File: config.mk
export PLATFORM = sky130hd
export DESIGN_NAME = burstEngine
export DESIGN_NICKNAME = d
export VERILOG_FILES = /design/src/hw/memPkg.sv /design/src/hw/burstEngine.sv
export SDC_FILE = /design/constraint.sdc
export NUM_CORES = 1
export LEC_CHECK = 0
export BUFFER_PORTS_ARGS = -buffer_cell sky130_fd_sc_hd__buf_4
export CORE_ASPECT_RATIO = 2
export CORE_MARGIN = 4
export CORE_UTILIZATION = 50
export CTS_BUF_LIST = sky130_fd_sc_hd__clkbuf_8
export DETAILED_ROUTE_END_ITERATION = 7
export PLACE_DENSITY = 0.87
export SLEW_MARGIN = 20
export SYNTH_ARGS = -nofsm -noshare
export SYNTH_HDL_FRONTEND = slang
export SYNTH_SLANG_ARGS = --single-unit
File: constraint.sdc
create_clock -name clk -period 4.8 [get_ports clk]
set_clock_uncertainty 0.15 [all_clocks]
set_input_delay 0.96 -clock clk [delete_from_list [all_inputs] [get_ports clk]]
set_output_delay 0.96 -clock clk [all_outputs]
set_load 0.02 [all_outputs]
File: src/hw/memPkg.sv
package memPkg;

	// Sizes of the shared memory port
	localparam int NumCaches = 4;
	localparam int MaxTrans = 64;
	localparam int ReadLatency = 2;
	localparam int StoreDepthLog = 10;

	typedef logic [24:0] wordAddr_t;
	typedef logic [31:0] dataWord_t;

	// Burst word count, 1 to MaxTrans-1
	typedef logic [$clog2(MaxTrans)-1:0] burstLen_t;
	typedef logic [$clog2(NumCaches)-1:0] cacheId_t;

	// One transaction handed from the arbiter to the burst engine
	typedef struct packed {
		logic isWrite;
		wordAddr_t base;
		burstLen_t len;
	} burstCmd_t;

	// One word access presented to the store
	typedef struct packed {
		logic writeEn;
		wordAddr_t addr;
		dataWord_t data;
	} storeReq_t;

endpackage
File: src/hw/burstEngine.sv
module burstEngine (
	input  logic clk,
	input  logic rst,
	input  logic cmdStart,
	input  memPkg::burstCmd_t cmd,
	input  memPkg::dataWord_t curWriteData,
	input  logic rdValid,
	input  memPkg::dataWord_t storeRdData,
	output logic storeEn,
	output memPkg::storeReq_t storeReq,
	output logic rdBeat,
	output memPkg::dataWord_t rdData,
	output logic wrTaken,
	output logic burstDone
);
	import memPkg::*;

	logic busy;
	logic isWrite;
	logic accept;
	logic issueMore;

	// Issue side counts accesses sent, return side counts read words back
	burstLen_t len;
	burstLen_t issueCnt;
	burstLen_t retCnt;
	wordAddr_t addrCnt;

	assign accept = cmdStart && !busy;
	assign issueMore = busy && (issueCnt < len);

	always_ff @(posedge clk or posedge rst) begin
		if (rst) begin
			busy <= 1'b0;
			storeEn <= 1'b0;
			issueCnt <= '0;
			retCnt <= '0;
		end else if (accept) begin
			busy <= 1'b1;
			storeEn <= 1'b1;
			issueCnt <= 1'b1;
			retCnt <= '0;
		end else begin
			storeEn <= issueMore;
			if (issueMore) begin
				issueCnt <= issueCnt + 1'b1;
			end
			if (rdBeat) begin
				retCnt <= retCnt + 1'b1;
			end
			if (burstDone) begin
				busy <= 1'b0;
			end
		end
	end

	// Access for the next cycle is loaded here, first word straight from the command
	always_ff @(posedge clk) begin
		if (accept) begin
			isWrite <= cmd.isWrite;
			len <= cmd.len;
			addrCnt <= cmd.base + 1'b1;
			storeReq.writeEn <= cmd.isWrite;
			storeReq.addr <= cmd.base;
			storeReq.data <= curWriteData;
		end else if (issueMore) begin
			addrCnt <= addrCnt + 1'b1;
			storeReq.addr <= addrCnt;
			storeReq.data <= curWriteData;
		end
	end

	assign rdBeat = rdValid && busy && !isWrite;
	assign rdData = storeRdData;
	assign wrTaken = storeEn && storeReq.writeEn;

	// Reads finish on the last returned word, not the last issued address
	always_comb begin
		if (isWrite) begin
			burstDone = wrTaken && (issueCnt == len);
		end else begin
			burstDone = rdBeat && (retCnt == len - 1'b1);
		end
	end

endmodule

==> summary.txt, run 1 <==
Place
  • Post-DP HPWL: 7960 um
  • PortBufs: 129
  • Placer Congestion: 0.821

STA
  • Period utilization: 73.3%
  • Slew Viols, Final: 0
  • Setup TNS: 0 ps
  • RSZ-0062 raised after global routing: no
  • Number of hold violations in the final report: 0
  • Worst slew pin tran: 924 ps
  • Final setup viols: 0
  • Max transition margin: 38.4%
  • Min Tclk post-route: 3520 ps
  • F_max: 0.284 GHz

Power
  • Total power: 4.14 mW
  • Max VDD drop: 0.581 mV
  • P per Cell Area: 699 nW/um^2
  • Pleak: 2.58 nW

Critical path
  • Worst R2R Setup Slack: 1280 ps
  • Crit end category: flop
  • CP arrival: 3460 ps
  • Worst EP required: 4750 ps
  • CP startpoint kind: flop
  • Worst Path Max Fanout: 47
  • Setup CP Type: flop to flop

Flow run
  • Number of max-cap violations: 0

Clocking
  • CTS tree: built
  • Sink Count: 103
  • Clock transition at the registers of the reported paths: 90 ps
  • H-Tree Depth: 3
  • CTS root buf: clkbuf_8
  • Inserted Clock Buffers: 9
  • Post_cts resized: 0
  • CTS Hold Bufs: 0
  • Post-CTS Setup Repair Bufs: 0
  • Clock buffer depth: 2
  • Clk_lat worst skew: 360 ps

Logic synthesis
  • Cell accounting for the most synthesized area: edfxtp_1
  • Post-synthesis sequential element count: 103
  • Netlist cell types: 45
  • Net count after synthesis: 488
  • Post-synth top cells: edfxtp_1 (89), nand2_1 (61), buf_4 (33), xor2_1 (22), inv_1 (18)
  • Count leader, synth: edfxtp_1
  • Ranking of synthesized cells by area: edfxtp_1 (55%), dfrtp_1 (7.2%), buf_4 (5.1%)
  • Dominant synthesized flop cell: edfxtp_1
  • Post-synth EDFFs: 89
  • Post-synthesis sequential area ratio: 61.9%
  • Post-Syn Area per Cell: 12.9 sq um
  • Async SR Flop Fraction: 13.6%
  • Synth Warn #: 0
  • Area of the mapped netlist: 4880 sq um
  • Cells after synthesis: 378
  • Synth top area share: 54.7%

Routing
  • Vias per cell: 5.12
  • 1st-pass router iterations: 6
  • DRT iter0 DRCs: 202
  • Total wire length: 10500 um
  • ANT nets after route: 0
  • DRC viols: 0
  • Via Count: 3134
  • DR WL/cell: 17.2 um

Cells and area
  • # fillers: 739
  • # diodes: 0
  • Layout Nets: 587
  • Fraction of layout cells with a size suffix above 1: 34.4%
  • Area growth syn-to-layout: 21.4%

GRT
  • Largest net degree at the start of global routing: 48
  • Global-route wire length before repair: 16100 um
  • Vias in the first global route: 3358
  • Grt ovf: 0
  • Initial antenna violation count: 0
  • Total Routing Usage GR: 18.3%

Die
  • Die X: 77.9 um
  • Die height: 148 um
  • Starting Density: 51.7%
  • Area of the core: 9450 sq um
  • Die footprint: 11500 sq um
  • # rows: 50
  • IO Count: 194

Status
  • Outcome: finished clean

Hold path
  • Worst Hold Class: flop to flop
-- final cells by class --
| class | count | area, sq um | area share [%] |
|---|---|---|---|
| Clock inverter | 7 | 88.8 | 1.50 |
| Sequential cell | 103 | 3020 | 51.0 |
| Clock buffer | 9 | 124 | 2.09 |
| Inverter | 19 | 72.6 | 1.22 |
| Multi-Input combinational cell | 214 | 1470 | 24.8 |
| Tap cell | 130 | 163 | 2.74 |
| Timing Repair Buffer | 130 | 988 | 16.7 |
-- worst paths after layout --
kind | to | cells after the start | startpoint
setup / recovery | storeReq[42] | 8 | len[3]
hold / removal | busy | 1 | busy
setup reg to reg | storeReq[42] | 8 | len[3]
hold reg to reg | busy | 1 | busy
max in group asynchronous | retCnt[3] | 2 | rst
min in group asynchronous | storeEn | 2 | rst
-- worst max-delay path: stages (launching register included) --
cell and delay (ps):
edfxtp_1 470, inv_1 90, ha_1 330, a21o_1 130, a21oi_1 60, o221ai_1 710, and2_1 330, clkinv_2 530
buf_12 420
-- sequential cells by signal, summed over array words and instances (netlist names) --
name	cells
addrCnt	25
retCnt	6
isWrite	1
storeEn	1
issueCnt	6
storeReq	57
len	6
busy	1
-- cells in the final DEF, fill, tap and decap left out, types with 10 or more instances in the layout --
master    count
buf_4       129
nand2_1      61
inv_1        18
dfrtp_1      14
edfxtp_1     89
xor2_1       22
nand3_1      12
ha_1         10
nor2_1       16
xnor2_1      14
-- where the power goes --
part / switching [mW] / internal (mW)
Clock: 0.283 / 0.290
Combinational: 1.11 / 0.672
Sequential: 0.178 / 1.60
Total: 1.57 / 2.57
-- routing by layer --
metal | GRT usage (%) | part of all wire, %
met5 | 0 | 0
met4 | 8.47 | 2.9
met3 | 5.98 | 7.2
met2 | 34.8 | 57
met1 | 17.1 | 33
-- cells by family after synthesis --
| family | count (synthesis) | synth area share (%) |
|---|---|---|
| AO/OA/AOI/OAI | 18 | 2.72 |
| flip-flops | 103 | 61.9 |
| XOR/XNOR | 36 | 6.46 |
| AND/OR/NAND/NOR | 129 | 13.4 |
| buffers and inverters | 61 | 8.02 |
| adder cells (fa/ha/maj) | 10 | 2.56 |
| multiplexers | 21 | 4.97 |
-- through the flow --
| step | cells | utilization (%) | instance area, sq um | setup WS, ps | hold slack [ps] |
|---|---|---|---|---|---|
| global route | 612 | 62.7 | 5930 | 1060 | 454 |
| finish | 612 | 62.7 | 5930 | 1280 | 431 |
| global placement | 596 | 60.5 | 5710 | 1240 | 398 |
| floorplan | 378 | - | 4880 | 1040 | 367 |
| detailed placement | 596 | 60.5 | 5710 | 1150 | 407 |
| CTS | 612 | 62.7 | 5930 | 1310 | 429 |
No activity file was read; power rests on OpenSTA's default activity.
==> inputs of run 2 (changes only) <==
clock period = 3.3 ns   (was 4.8 ns; I/O delays follow)
==> run 2 against run 1 <==
Compared with the run above: clock power rose by 28%; combinational power rose by 47%; register-to-register slack got worse by 570 ps; die area did not move; largest power group unchanged; cell area rose by 0.11%; sequential share of layout area fell by 0.054 points.
==> summary.txt, run 2 (synthesized netlist as in run 1, its figures left out) <==
Cells and area
  • Most used cells in the layout excluding fill and tap cells: buf_4 (134), edfxtp_1 (89), nand2_1 (61)
  • Number of flip-flops in the largest register: 57 (unchanged)
  • Fraction of layout cells with a size suffix above 1: 35.3% (+0.88 points)
  • Reg area: 3020 sq um (unchanged)
  • Core Util, Final: 62.8% (+0.066 points)
  • Area growth syn-to-layout: 21.5%
  • Most flops, register: storeReq
  • # diodes: 0 (unchanged)
  • Post-route design area: 5930 sq um (+0.11%)
  • Most common cell after layout, fill and taps aside: buf_4
  • Layout Nets: 592 (+0.85%)
  • Regs by FF count: storeReq: 57 flops, addrCnt: 25 flops
  • Multi-input gate area in the final layout: 1470 sq um (unchanged)
  • # fillers: 744 (+0.68%)

Clocking
  • Post-CTS Setup Repair Bufs: 0 (unchanged)
  • Clock buffer depth: 2 (unchanged)
  • CTS tree: built
  • Inserted Clock Buffers: 9 (unchanged)
  • Sink Count: 103 (unchanged)
  • H-Tree Depth: 3 (unchanged)
  • Clock transition at the registers of the reported paths: 100 ps (about the same)
  • Clk_lat worst skew: 360 ps (about the same)
  • CTS root buf: clkbuf_8
  • CTS Hold Bufs: 0 (unchanged)
  • Post_cts resized: 0 (unchanged)

STA
  • Final setup viols: 0 (unchanged)
  • Number of hold violations in the final report: 0 (unchanged)
  • Min Tclk post-route: 2850 ps
  • Setup WS post-layout: 447 ps (-834 ps)
  • F_max: 0.351 GHz
  • Period utilization: 86.4%
  • Max transition margin: 57.5% (+19 points)
  • Worst slew pin tran: 630 ps (-294 ps)
  • Setup TNS: 0 ps (unchanged)
  • Worst hold slack: 190 ps (-241 ps)
  • RSZ-0062 raised after global routing: no
  • Slew Viols, Final: 0 (unchanged)

Critical path
  • Setup CP Type: flop to output port
  • CP arrival: 2040 ps (-1420 ps)
  • Worst EP required: 2490 ps (-2260 ps)
  • CP startpoint kind: flop
  • Worst Path Max Fanout: 4 (-91%)
  • Crit end category: output port

Routing
  • Total wire length: 11100 um (+5.3%)
  • Vias per cell: 5.15 (+0.49%)
  • DR WL/cell: 17.9 um (+4.5%)
  • ANT nets after route: 0 (unchanged)
  • DRT iter0 DRCs: 185 (-8.4%)
  • DRC viols: 0 (unchanged)
  • Via Count: 3175 (+1.3%)
  • 1st-pass router iterations: 4 (-2)

GRT
  • Largest net degree at the start of global routing: 56 (+17%)
  • Initial antenna violation count: 0 (unchanged)
  • Total Routing Usage GR: 19.7% (+1.3 points)
  • Grt ovf: 0 (unchanged)
  • Vias in the first global route: 3473 (+3.4%)
  • Global-route wire length before repair: 17300 um (+7.2%)

Die
  • IO Count: 194 (unchanged)
  • Die X: 77.9 um (unchanged)
  • Starting Density: 51.7% (unchanged)
  • Die height: 148 um (unchanged)
  • Area of the core: 9450 sq um (unchanged)
  • # rows: 50 (unchanged)
  • Die footprint: 11500 sq um (unchanged)

Place
  • Post-DP HPWL: 8640 um (+8.5%)
  • Dpl cell area: 5750 sq um (+0.70%)
  • Placer Congestion: 0.811 (-1.3%)
  • PortBufs: 129 (unchanged)
  • Setup slack at placement: 450 ps (-696 ps)

Hold path
  • Worst Hold Class: primary input to asynchronous set/reset pin

Power
  • P per Cell Area: 1010 nW/um^2 (+44%)
  • Pleak: 2.57 nW (-0.14%)
  • Max VDD drop: 0.496 mV (-15%)

Status
  • Outcome: finished clean

Flow run
  • Number of max-cap violations: 0 (unchanged)
[run 2: cell types whose count changed in the layout (fill, tap and decap cells not counted)]
cell        previous run  this run
inv_1                 18        17
clkinv_4               1         0
clkinvlp_4             1         4
buf_4                129       134
inv_6                  0         2
inv_8                  0         1
clkinv_2               2         0
bufinv_16              2         0
[run 2: final cells by class]
| type | instances | area share [%] |
|---|---|---|
| clock buffers | 9 | 2.09 |
| inverters | 19 | 1.27 |
| repair buffers | 135 | 17.3 |
| flip-flops and latches | 103 | 50.9 |
| multi-input cells | 214 | 24.7 |
| well taps | 130 | 2.74 |
| clock inverters | 7 | 0.928 |
[run 2: through the flow]
| step | instances | total power, mW |
|---|---|---|
| floorplan | 378 | 4.32 |
| global placement | 601 | 5.17 |
| detailed placement | 601 | 5.29 |
| CTS | 617 | 6.02 |
| global route | 617 | 6.32 |
| finish | 617 | 5.96 |
[run 2: critical path, cell delays in order, from the launching register on]
cell and delay [ps]:
edfxtp_1 480, inv_1 110, ha_1 230, xnor2_1 150
nor2_1 60, o31ai_1 240, nand3_1 170, nand2_1 100
buf_4 140
[run 2: worst paths after layout]
check,cells past startpoint,start,slack (ps),end
max,8,len[0],450,burstDone
min,2,rst,190,busy
max reg2reg,7,busy,710,addrCnt[16]
min reg2reg,1,issueCnt[4],430,issueCnt[4]
max in group asynchronous,2,rst,2450,retCnt[1]
min in group clk,1,curWriteData[2],310,storeReq[2]
[run 2: power breakdown]
| group | internal [mW] | leakage, nW | switching, mW |
|---|---|---|---|
| combinational | 1.01 | 1.41 | 1.62 |
| clock | 0.282 | 0.0818 | 0.451 |
| sequential | 2.33 | 1.08 | 0.273 |
[run 2: routing by layer]
| layer | up-vias | share of wire [%] | track usage, % |
|---|---|---|---|
| li1 | 1505 | - | - |
| met5 | - | 0 | 0 |
| met1 | 1533 | 34 | 19.4 |
| met3 | 25 | 4.0 | 3.72 |
| met2 | 112 | 59 | 37.6 |
| met4 | 0 | 2.9 | 10.2 |
