[src/hw/memPkg.sv]
package memPkg;

	// Sizes of the shared memory port
	localparam int NumCaches = 4;
	localparam int MaxTrans = 64;
	localparam int ReadLatency = 2;
	localparam int StoreDepthLog = 10;

	typedef logic [24:0] wordAddr_t;
	typedef logic [31:0] dataWord_t;

	// Burst word count, 1 to MaxTrans-1
	typedef logic [$clog2(MaxTrans)-1:0] burstLen_t;
	typedef logic [$clog2(NumCaches)-1:0] cacheId_t;

	// One transaction handed from the arbiter to the burst engine
	typedef struct packed {
		logic isWrite;
		wordAddr_t base;
		burstLen_t len;
	} burstCmd_t;

	// One word access presented to the store
	typedef struct packed {
		logic writeEn;
		wordAddr_t addr;
		dataWord_t data;
	} storeReq_t;

endpackage
[src/hw/cacheArbiter.sv]
module cacheArbiter (
	input  logic clk,
	input  logic rst,
	input  memPkg::wordAddr_t [memPkg::NumCaches-1:0] addr,
	input  memPkg::dataWord_t [memPkg::NumCaches-1:0] writeData,
	input  memPkg::burstLen_t [memPkg::NumCaches-1:0] transSize,
	input  logic [memPkg::NumCaches-1:0] readReq,
	input  logic [memPkg::NumCaches-1:0] writeReq,
	input  logic rdBeat,
	input  memPkg::dataWord_t rdData,
	input  logic wrTaken,
	input  logic burstDone,
	output logic [memPkg::NumCaches-1:0] readValid,
	output memPkg::dataWord_t [memPkg::NumCaches-1:0] readData,
	output logic [memPkg::NumCaches-1:0] writeAdvance,
	output logic [memPkg::NumCaches-1:0] doneRead,
	output logic [memPkg::NumCaches-1:0] doneWrite,
	output logic cmdStart,
	output memPkg::burstCmd_t cmd,
	output memPkg::dataWord_t curWriteData
);
	import memPkg::*;

	typedef enum logic [1:0] {
		Idle,
		Reading,
		Writing
	} state_t;

	state_t state;

	// Round-robin pointer and the cache currently being served
	cacheId_t ptr;
	cacheId_t sel;
	cacheId_t src;

	logic ptrReq;

	assign ptrReq = readReq[ptr] || writeReq[ptr];

	// Start goes out in the same cycle the pointed cache is seen requesting
	assign cmdStart = (state == Idle) && ptrReq;

	always_comb begin
		cmd.isWrite = writeReq[ptr];
		cmd.base = addr[ptr];
		cmd.len = transSize[ptr];
	end

	// While idle the pointed cache is about to be served, so its first word is shown
	assign src = (state == Idle) ? ptr : sel;

	assign curWriteData = writeData[src];

	// Strobes and read data reach only the selected cache
	always_comb begin
		readValid = '0;
		readData = '0;
		writeAdvance = '0;
		if (state == Reading) begin
			readValid[sel] = rdBeat;
			readData[sel] = rdData;
		end
		if (state == Writing) begin
			writeAdvance[sel] = wrTaken;
		end
	end

	always_ff @(posedge clk or posedge rst) begin
		if (rst) begin
			state <= Idle;
			ptr <= '0;
			sel <= '0;
			doneRead <= '0;
			doneWrite <= '0;
		end else begin
			// Done pulses last one cycle
			doneRead <= '0;
			doneWrite <= '0;
			case (state)
				Idle: begin
					if (cmdStart) begin
						sel <= ptr;
						state <= writeReq[ptr] ? Writing : Reading;
					end else begin
						ptr <= ptr + 1'b1;
					end
				end
				Reading: begin
					if (burstDone) begin
						doneRead[sel] <= 1'b1;
						ptr <= sel + 1'b1;
						state <= Idle;
					end
				end
				Writing: begin
					if (burstDone) begin
						doneWrite[sel] <= 1'b1;
						ptr <= sel + 1'b1;
						state <= Idle;
					end
				end
				default: begin
					state <= Idle;
				end
			endcase
		end
	end

endmodule

[config.mk]
export PLATFORM = sky130hd
export DESIGN_NAME = cacheArbiter
export DESIGN_NICKNAME = d
export VERILOG_FILES = /design/src/hw/memPkg.sv /design/src/hw/cacheArbiter.sv
export SDC_FILE = /design/constraint.sdc
export NUM_CORES = 1
export LEC_CHECK = 0
export BUFFER_PORTS_ARGS = -buffer_cell sky130_fd_sc_hd__buf_2
export CELL_PAD_IN_SITES_DETAIL_PLACEMENT = 1
export CELL_PAD_IN_SITES_GLOBAL_PLACEMENT = 1
export CORE_AREA = 2 2 195 197
export CTS_CLUSTER_DIAMETER = 50
export DETAILED_ROUTE_END_ITERATION = 16
export DIE_AREA = 0 0 197 199
export PLACE_DENSITY_LB_ADDON = 0.1
export SYNTH_ARGS = -nofsm -noshare
export SYNTH_HDL_FRONTEND = slang
export SYNTH_SLANG_ARGS = --single-unit
[constraint.sdc]
create_clock -name clk -period 2.5 [get_ports clk]
set_input_delay 0.5 -clock clk [delete_from_list [all_inputs] [get_ports clk]]
set_output_delay 0.5 -clock clk [all_outputs]
set_load 0.1 [all_outputs]
==> reports/qor.yml, run 1 <==
floorplanning:
  die-area_sq_um: 39200
  io-pin-count: 506
  start_util: 0.0777
  die_y_microns: 199
  core-area_sq_um: 37100
  die_width_microns: 197
  row_count: 71
synth:
  synth_compound_area_frac: 0.0317
  synthSimpleGateAreaFrac: 0.248
  yosysWarnings: 0
  ys_seq_area_frac: 0.121
  synth_seq_cells: 14
  synthMuxAreaShare: 0.522
  synth_fa_ha_area_frac: 0.0130
  synthesis.area_sq_um: 2880
  async_reset_ff_frac: 1.00
  synth_top_family_by_area: "multiplexers"
  postSynthCellCount: 327
  synth.distinct_cells: 24
  synthesis.nets: 627
  ys.flop_type: "dfrtp_1"
  synth_area_per_cell_sq_um: 8.82
  synth-xor-area-share: 0.00607
  synth-edff-count: 0
  synth_area_leaders: "mux4_2 51%, nor2_1 19%, dfrtp_1 12%"
  synth_top_area_cell: "mux4_2"
  synth_top_area_share: 0.508
drt:
  detail_route.wl_per_cell_microns: 20.1
  dr_total_vias: 4816
  ant_nets: 0
  avgViaCountPerCell: 3.67
  first_iter_violations: 115
  firstDrtPassIters: 4
  route.detailed.drc: 0
  routed_wl_microns: 26400
clocking:
  cts_max_path_buffers: 2
  cts_buffers: 3
  clkTransAtPathRegs_ps: 50
  cts_tree: "done"
  cts.sinks: 14
  htreeDepth: 1
  cts_root_buffer: "clkbuf_16"
  clock_latency_ps: 250
  cts_hold_buffers: 0
final_layout:
  fin_area_sq_um: 9150
  drive_gt1_frac: 0.846
  syn2layout_area_growth_pct: 217
  final_nets: 1137
pwr:
  p_per_area_nw_per_um2: 1630
  clkPwrFrac: 0.021
  internal-power_mw: 4.72
  comb_power_share: 0.956
  peakVddDrop_uv: 411
  total_leakage_power_nw: 3.85
  netSwitchingFraction: 0.683
  switchingPower_mw: 10.2
  seqPwrFrac: 0.024
outcome:
  violations: "setup timing"
  status: "finished with violations"
worst_setup_path:
  reg2reg_depth: 5
  crit_type: "reg -> out"
  cp_cell_sequence: "inv_2, ha_4, and2_4, a21oi_4, buf_6, buf_12, mux4_2, buf_12"
  cp.arrival_ps: 2170
  worst-path-buf-inv: 4
  critPathLaunchType: "register"
  critPathSlowestCell: "mux4_2"
  crit_required_ps: 2000
  crit_family: "buffers and inverters"
  rr_endpoint: "ptr[0]"
  endpoint_kind: "output pin"
  cpPeakStageDelay_ps: 530
  cp_max_fo: 7
  r2r_start: "ptr[0]"
  cp_common_cell: "buf_12"
  rrSetupSlack_ps: 500
grt:
  grt_pass1_vias: 5165
  antenna_found_initial: 8
  track_usage: 0.126
  grt-ovfl-total: 0
  grt_max_degree: 37
  grt_pass1_wl_microns: 36400
job:
  max_cap_violations: 0
placement:
  portBuffers: 505
  finalWeightedCongestion: 0.734
  placed_cell_area_sq_um: 8690
  dp_hpwl_microns: 22500
hold_path:
  hold_class: "in -> async"
timing:
  fmax_ghz: 0.375
  fin_skew_ps: 3.87
  final.setup.worst_slack_ps: -170
  maxSlewViolCount: 0
  min_period_ps: 2670
  slew_headroom: 0.609
  tightest_slew_ps: 586
  finalCritPeriodShare: 1.07
  setup_violations: 33
  final.setup.tns_ps: -4750
  hold_viol: 0
  rsz0062_at_grt: "yes"
what timing repair did:
item | in CTS | in global routing
gates cloned | 3 | 0
pin swaps | 3 | 1
gates resized for setup | 73 | 25
endpoints found under the setup margin | 33 | 92
buffers inserted | 3 | 3
placed cells by master (no fill, tap or decap), types with 2 or more instances in the layout:
cell type,count
o311ai_1,2
o21ai_0,4
inv_1,3
nand2_1,20
nor2_1,75
clkbuf_16,3
mux4_2,65
mux2i_1,2
inv_2,3
nor2_2,17
buf_2,337
buf_6,24
nand2_2,22
buf_4,23
ha_1,2
diode_2,4
dfrtp_1,13
buf_12,151
nor2_4,53
xor2_1,2
state kept, by name, summed over array words and instances (netlist names):
| register | count |
|---|---|
| sel | 2 |
| doneRead | 4 |
| doneWrite | 4 |
| ptr | 2 |
| state | 2 |
routing by layer:
layer  GRT usage  part of all wire  vias up
met1       0.126              0.32     2316
met2       0.248              0.56      285
li1            -                 -     2198
met3      0.0512              0.11       17
met5           0                 0        -
met4      0.0184            0.0093        0
power by group through the flow:
stage	Clock [mW]	Combinational, mW	Sequential, mW
6_report	0.310	14.3	0.353
5_1_grt	0.328	14.8	0.365
4_1_cts	0.323	14.5	0.356
3_5_place_dp	0	13.4	0.356
3_3_place_gp	0	13.4	0.358
2_1_floorplan	0	10.2	0.416
cell type report:
cell class	count	area [sq um]
Multi-Input combinational cell	275	2900
Fill cell	4275	28000
Timing Repair Buffer	537	5190
Tap cell	474	593
Sequential cell	14	352
Clock buffer	4	78.8
Inverter	6	22.5
Antenna cell	4	10.0
cells by family (layout without fill, tap and decap cells):
logic type | after synthesis | count (layout)
muxes | 69 | 69
xor gates and xnor gates | 2 | 2
and+or+nand+nor | 189 | 189
DFF | 14 | 14
AOI/OAI and AO/OA | 12 | 12
buffers and inverters | 38 | 547
adders and majority gates | 3 | 3
other | 0 | 4
stage by stage:
stage	hold slack (ps)	utilization	cells	power, mW	setup slack [ps]
floorplan	389	-	327	10.6	-473
global placement	589	0.234	1299	13.8	-99.7
detailed placement	592	0.234	1299	13.7	-144
CTS	335	0.245	1309	15.2	-338
global route	374	0.246	1312	15.5	-278
finish	312	0.246	1314	14.9	-170
synth_stat cells (2+ instances only):
cell type	count
buf_2	4
buf_4	3
clkbuf_1	23
dfrtp_1	14
ha_1	3
inv_1	6
mux2i_1	3
mux4_2	65
nand2_1	42
nor2_1	145
o21ai_0	4
o311ai_1	2
xor2_1	2
worst max path at each step:
stage | from | to | slack, ps | cells past startpoint
after floorplan | state[1] | readData[18] | -470 | 6
after global placement | state[0] | curWriteData[27] | -100 | 7
after detailed placement | state[0] | curWriteData[27] | -140 | 7
after CTS | state[1] | curWriteData[10] | -340 | 9
after global routing | state[1] | curWriteData[10] | -280 | 8
final | state[0] | curWriteData[10] | -170 | 8
(Power assumes the default switching activity.)
==> inputs of run 2 (changes only) <==
--- a/config.mk
+++ b/config.mk
@@ -9,6 +9,7 @@
 export CELL_PAD_IN_SITES_DETAIL_PLACEMENT = 1
 export CELL_PAD_IN_SITES_GLOBAL_PLACEMENT = 1
 export CORE_AREA = 2 2 195 197
+export CTS_BUF_LIST = sky130_fd_sc_hd__clkbuf_8
 export CTS_CLUSTER_DIAMETER = 50
 export DETAILED_ROUTE_END_ITERATION = 16
 export DIE_AREA = 0 0 197 199
==> run 2 against run 1 <==
The flow still finishes with violations (setup timing). Non-clock buffer count is 8 higher. Maximum frequency fell by 0.33%. Critical path depth did not move. Clock skew is essentially flat. Final cell count increased by 0.46%. Worst hold slack got worse by 4.5 ps. Clock power fell by 39%. Largest power group unchanged. Sequential power about the same. Flip-flop and latch count unchanged.
==> reports/qor.yml, run 2 (same netlist as run 1, synthesis figures left out) <==
grt:
  grt_pass1_wl_microns: 36300
  grt-ovfl-total: 0
  grt_pass1_vias: 5155
  grt_max_degree: 37
  antenna_found_initial: 8
  track_usage: 0.126
final_layout:
  drive_gt1_frac: 0.854
  syn2layout_area_growth_pct: 220
  final_common_cell: "buf_2"
  nFillCells: 4279
  finish.utilization: 0.248
  top_regs: "doneRead (4), doneWrite (4)"
  final_nets: 1145
  fin_area_sq_um: 9220
  final_cells: 1320
  most-common-layout-cells: "337 x buf_2, 151 x buf_12, 71 x nor2_1"
clocking:
  clkTransAtPathRegs_ps: 60
  cts_root_buffer: "clkbuf_8"
  cts_tree: "done"
  cts_max_path_buffers: 2
  cts.sinks: 14
  cts_buffers: 3
  clock_latency_ps: 240
  htreeDepth: 1
floorplanning:
  io-pin-count: 506
  die_width_microns: 197
  core-area_sq_um: 37100
  die-area_sq_um: 39200
  die_y_microns: 199
  start_util: 0.0777
  row_count: 71
timing:
  slew_headroom: 0.611
  fmax_ghz: 0.373
  maxSlewViolCount: 0
  hold_viol: 0
  final.setup.worst_slack_ps: -178
  final.setup.tns_ps: -4990
  tightest_slew_ps: 582
  setup_violations: 32
  min_period_ps: 2680
  whs_ps: 307
  rsz0062_at_grt: "yes"
  finalCritPeriodShare: 1.07
  fin_skew_ps: 3.75
worst_setup_path:
  critPathLaunchType: "register"
  crit_required_ps: 2000
  endpoint_kind: "output pin"
  cp.arrival_ps: 2180
  cp_max_fo: 7
  crit_type: "reg -> out"
placement:
  placed_cell_area_sq_um: 8690
  dp_hpwl_microns: 22500
  dp_cells: 1299
  finalWeightedCongestion: 0.734
  portBuffers: 505
  place_ws_ps: -144
job:
  max_cap_violations: 0
drt:
  ant_nets: 0
  firstDrtPassIters: 4
  dr_total_vias: 4821
  route.detailed.drc: 0
  avgViaCountPerCell: 3.65
  detail_route.wl_per_cell_microns: 20.2
  first_iter_violations: 111
  routed_wl_microns: 26600
outcome:
  status: "finished with violations"
  violations: "setup timing"
pwr:
  p_total_mw: 15.0
  peakVddDrop_uv: 411
  total_leakage_power_nw: 3.89
  p_per_area_nw_per_um2: 1630
hold_path:
  hold_class: "in -> async"
[run 2: report_power, final]
group	internal (mW)	switching, mW
logic	4.36	10.1
clock network	0.109	0.0807
registers	0.292	0.0590
total	4.76	10.2
[run 2: timing repair]
item                                    CTS  global route
endpoints found under the setup margin   34            88
hold buffers                              0             0
gates resized for setup                  76            29
pin swaps                                 3             1
setup buffers                             3            10
cloned                                    3             1
[run 2: worst paths after layout]
check	slack [ps]	end	cells past startpoint	start
max reg2reg	630	ptr[0]	6	ptr[0]
min	310	doneRead[2]	2	rst
max	-180	curWriteData[10]	8	state[0]
min in group clk	620	doneWrite[2]	3	burstDone
min reg2reg	620	state[0]	3	state[0]
max in group asynchronous	1780	ptr[0]	2	rst
[run 2: metal layers]
metal | up-vias | GRT usage | part of all wire
li1 | 2208 | - | -
met1 | 2315 | 0.126 | 0.32
met2 | 282 | 0.248 | 0.56
met3 | 16 | 0.0507 | 0.11
met4 | 0 | 0.0184 | 0.0086
met5 | - | 0 | 0
[run 2: layout make-up]
type / count / area [sq um] / area share
inverter: 6 / 22.5 / 0.00244
clock buffer: 3 / 41.3 / 0.00448
timing repair buffer: 545 / 5290 / 0.574
clock inverter: 1 / 3.75 / 0.000407
multi-input combinational: 275 / 2910 / 0.316
sequential: 14 / 352 / 0.0381
tap: 474 / 593 / 0.0643
antenna: 2 / 5.00 / 0.000543
[run 2: critical path, cell delays in order, from the launching register on]
cell and delay (ps):
dfrtp_1 360, inv_2 60, ha_4 160, and2_4 140, a21oi_4 180, buf_6 160
buf_12 140, mux4_2 530, buf_12 190
==> inputs of run 3 (changes only) <==
--- a/config.mk
+++ b/config.mk
@@ -13,7 +13,7 @@
 export CTS_CLUSTER_DIAMETER = 50
 export DETAILED_ROUTE_END_ITERATION = 16
 export DIE_AREA = 0 0 197 199
-export PLACE_DENSITY_LB_ADDON = 0.1
+export PLACE_DENSITY = 0.56
 export SYNTH_ARGS = -nofsm -noshare
 export SYNTH_HDL_FRONTEND = slang
 export SYNTH_SLANG_ARGS = --single-unit
==> run 3 against run 2 <==
The flow still finishes with violations (setup timing). Sequential power rose by 9.1%. Sequential share of layout area shrank 0.19 points. Flip-flop and latch count did not move. Worst setup slack gained 16 ps. Non-clock buffer count rose by 3. Clock skew is 5.0 ps higher. Via count rose by 3.5%. Critical path depth unchanged.
==> reports/qor.yml, run 3 (same netlist as run 1, synthesis figures left out) <==
outcome:
  status: "finished with violations"
  violations: "setup timing"
pwr:
  total_leakage_power_nw: 4.07
  comb_power_share: 0.962
  netSwitchingFraction: 0.649
  internal-power_mw: 5.64
  peakVddDrop_uv: 569
  p_per_area_nw_per_um2: 1650
  seqPwrFrac: 0.024
  switchingPower_mw: 10.4
  clkPwrFrac: 0.014
timing:
  finalCritPeriodShare: 1.07
  final.setup.tns_ps: -4550
  fmax_ghz: 0.376
  final.setup.worst_slack_ps: -163
  whs_ps: 315
  rsz0062_at_grt: "yes"
  tightest_slew_ps: 624
  setup_violations: 32
  maxSlewViolCount: 0
  hold_viol: 0
  fin_skew_ps: 8.74
  slew_headroom: 0.584
  min_period_ps: 2660
clocking:
  cts_max_path_buffers: 2
  clkTransAtPathRegs_ps: 70
  cts.sinks: 14
  cts_tree: "done"
  htreeDepth: 1
  cts_root_buffer: "clkbuf_8"
  cts_buffers: 3
  clock_latency_ps: 250
grt:
  use_met2: 0.245
  grt_use_met3: 0.0275
  grt-ovfl-total: 0
  grt_pass1_vias: 5343
  track_usage: 0.128
  grt_max_degree: 37
  gr-usage-met1: 0.144
  antenna_found_initial: 10
  busiest_layer: "met2"
  grt_pass1_wl_microns: 37000
drt:
  route.detailed.drc: 0
  routed_wl_microns: 28000
  dr_total_vias: 4992
  first_iter_violations: 163
  ant_nets: 0
  detail_route.wl_per_cell_microns: 21.2
  firstDrtPassIters: 4
  avgViaCountPerCell: 3.77
worst_setup_path:
  cp.arrival_ps: 2160
  endpoint_kind: "output pin"
  cp_max_fo: 10
  critPathLaunchType: "register"
  crit_required_ps: 2000
  crit_type: "reg -> out"
hold_path:
  hold_class: "in -> async"
floorplanning:
  core-area_sq_um: 37100
  die_width_microns: 197
  die-area_sq_um: 39200
  row_count: 71
  die_y_microns: 199
  io-pin-count: 506
  start_util: 0.0777
final_layout:
  nFillCells: 4233
  drive_gt1_frac: 0.872
  top_regs: "doneRead (4), doneWrite (4)"
  syn2layout_area_growth_pct: 237
  most-common-layout-cells: "307 x buf_2, 177 x buf_12, 65 x mux4_2"
  final_nets: 1148
  finish.utilization: 0.262
  final_common_cell: "buf_2"
placement:
  finalWeightedCongestion: 0.758
  dp_hpwl_microns: 24200
  portBuffers: 505
job:
  max_cap_violations: 0
run 3: metrics by stage:
stage / cells / cell area (sq um) / worst slack (ps) / power (mW)
6_report: 1323 / 9730 / -163 / 16.1
5_1_grt: 1323 / 9730 / -225 / 16.6
4_1_cts: 1309 / 9490 / -166 / 15.9
3_5_place_dp: 1300 / 9110 / -144 / 14.7
3_3_place_gp: 1300 / 9110 / -78.5 / 14.6
2_1_floorplan: 327 / 3330 / -473 / 10.6
run 3: layout make-up:
class / instances / area [sq um] / area share
Timing Repair Buffer: 548 / 5740 / 0.590
Inverter: 6 / 22.5 / 0.00231
Sequential cell: 14 / 353 / 0.0363
Multi-Input combinational cell: 275 / 2960 / 0.305
Tap cell: 474 / 593 / 0.0609
Clock buffer: 4 / 55.1 / 0.00566
Antenna cell: 2 / 5.00 / 0.000514
run 3: power groups by stage:
stage               registers, mW  logic [mW]  clock network (mW)
global placement            0.377        14.2                   0
floorplan                   0.416        10.2                   0
detailed placement          0.382        14.3                   0
global route                0.390        16.0               0.245
CTS                         0.383        15.3               0.237
finish                      0.382        15.5               0.230
run 3: path summary, 6_finish.rpt:
path | startpoint | endpoint | slack, ps | cells after the start
min | rst | sel[1] | 320 | 2
max | state[1] | curWriteData[8] | -160 | 8
max reg2reg | ptr[0] | ptr[0] | 630 | 6
min reg2reg | state[0] | state[0] | 670 | 3
min in group clk | burstDone | doneRead[0] | 620 | 3
max in group asynchronous | rst | ptr[0] | 1750 | 2
run 3: worst max-delay path, cell delays in order (launching register included):
cell and delay, ps:
dfrtp_1 360, inv_2 60, ha_4 170, and2_4 150
a21oi_4 130, buf_12 140, buf_12 150, mux4_2 540
buf_12 190
run 3: per-layer routing:
layer  part of all wire  vias up  routed length (microns)
met5            0.00046        -                       13
met4              0.021        2                      577
met3              0.064       32                     1790
met2               0.54      292                    15200
met1               0.37     2452                    10400
li1                   -     2214                        -
run 3: timing repair:
item | 4_1_cts | 5_1_grt
hold buffers | 0 | 0
endpoints found under the setup margin | 42 | 100
resized for setup | 83 | 40
setup buffers | 4 | 10
pin swaps | 2 | 0
gates cloned | 1 | 2
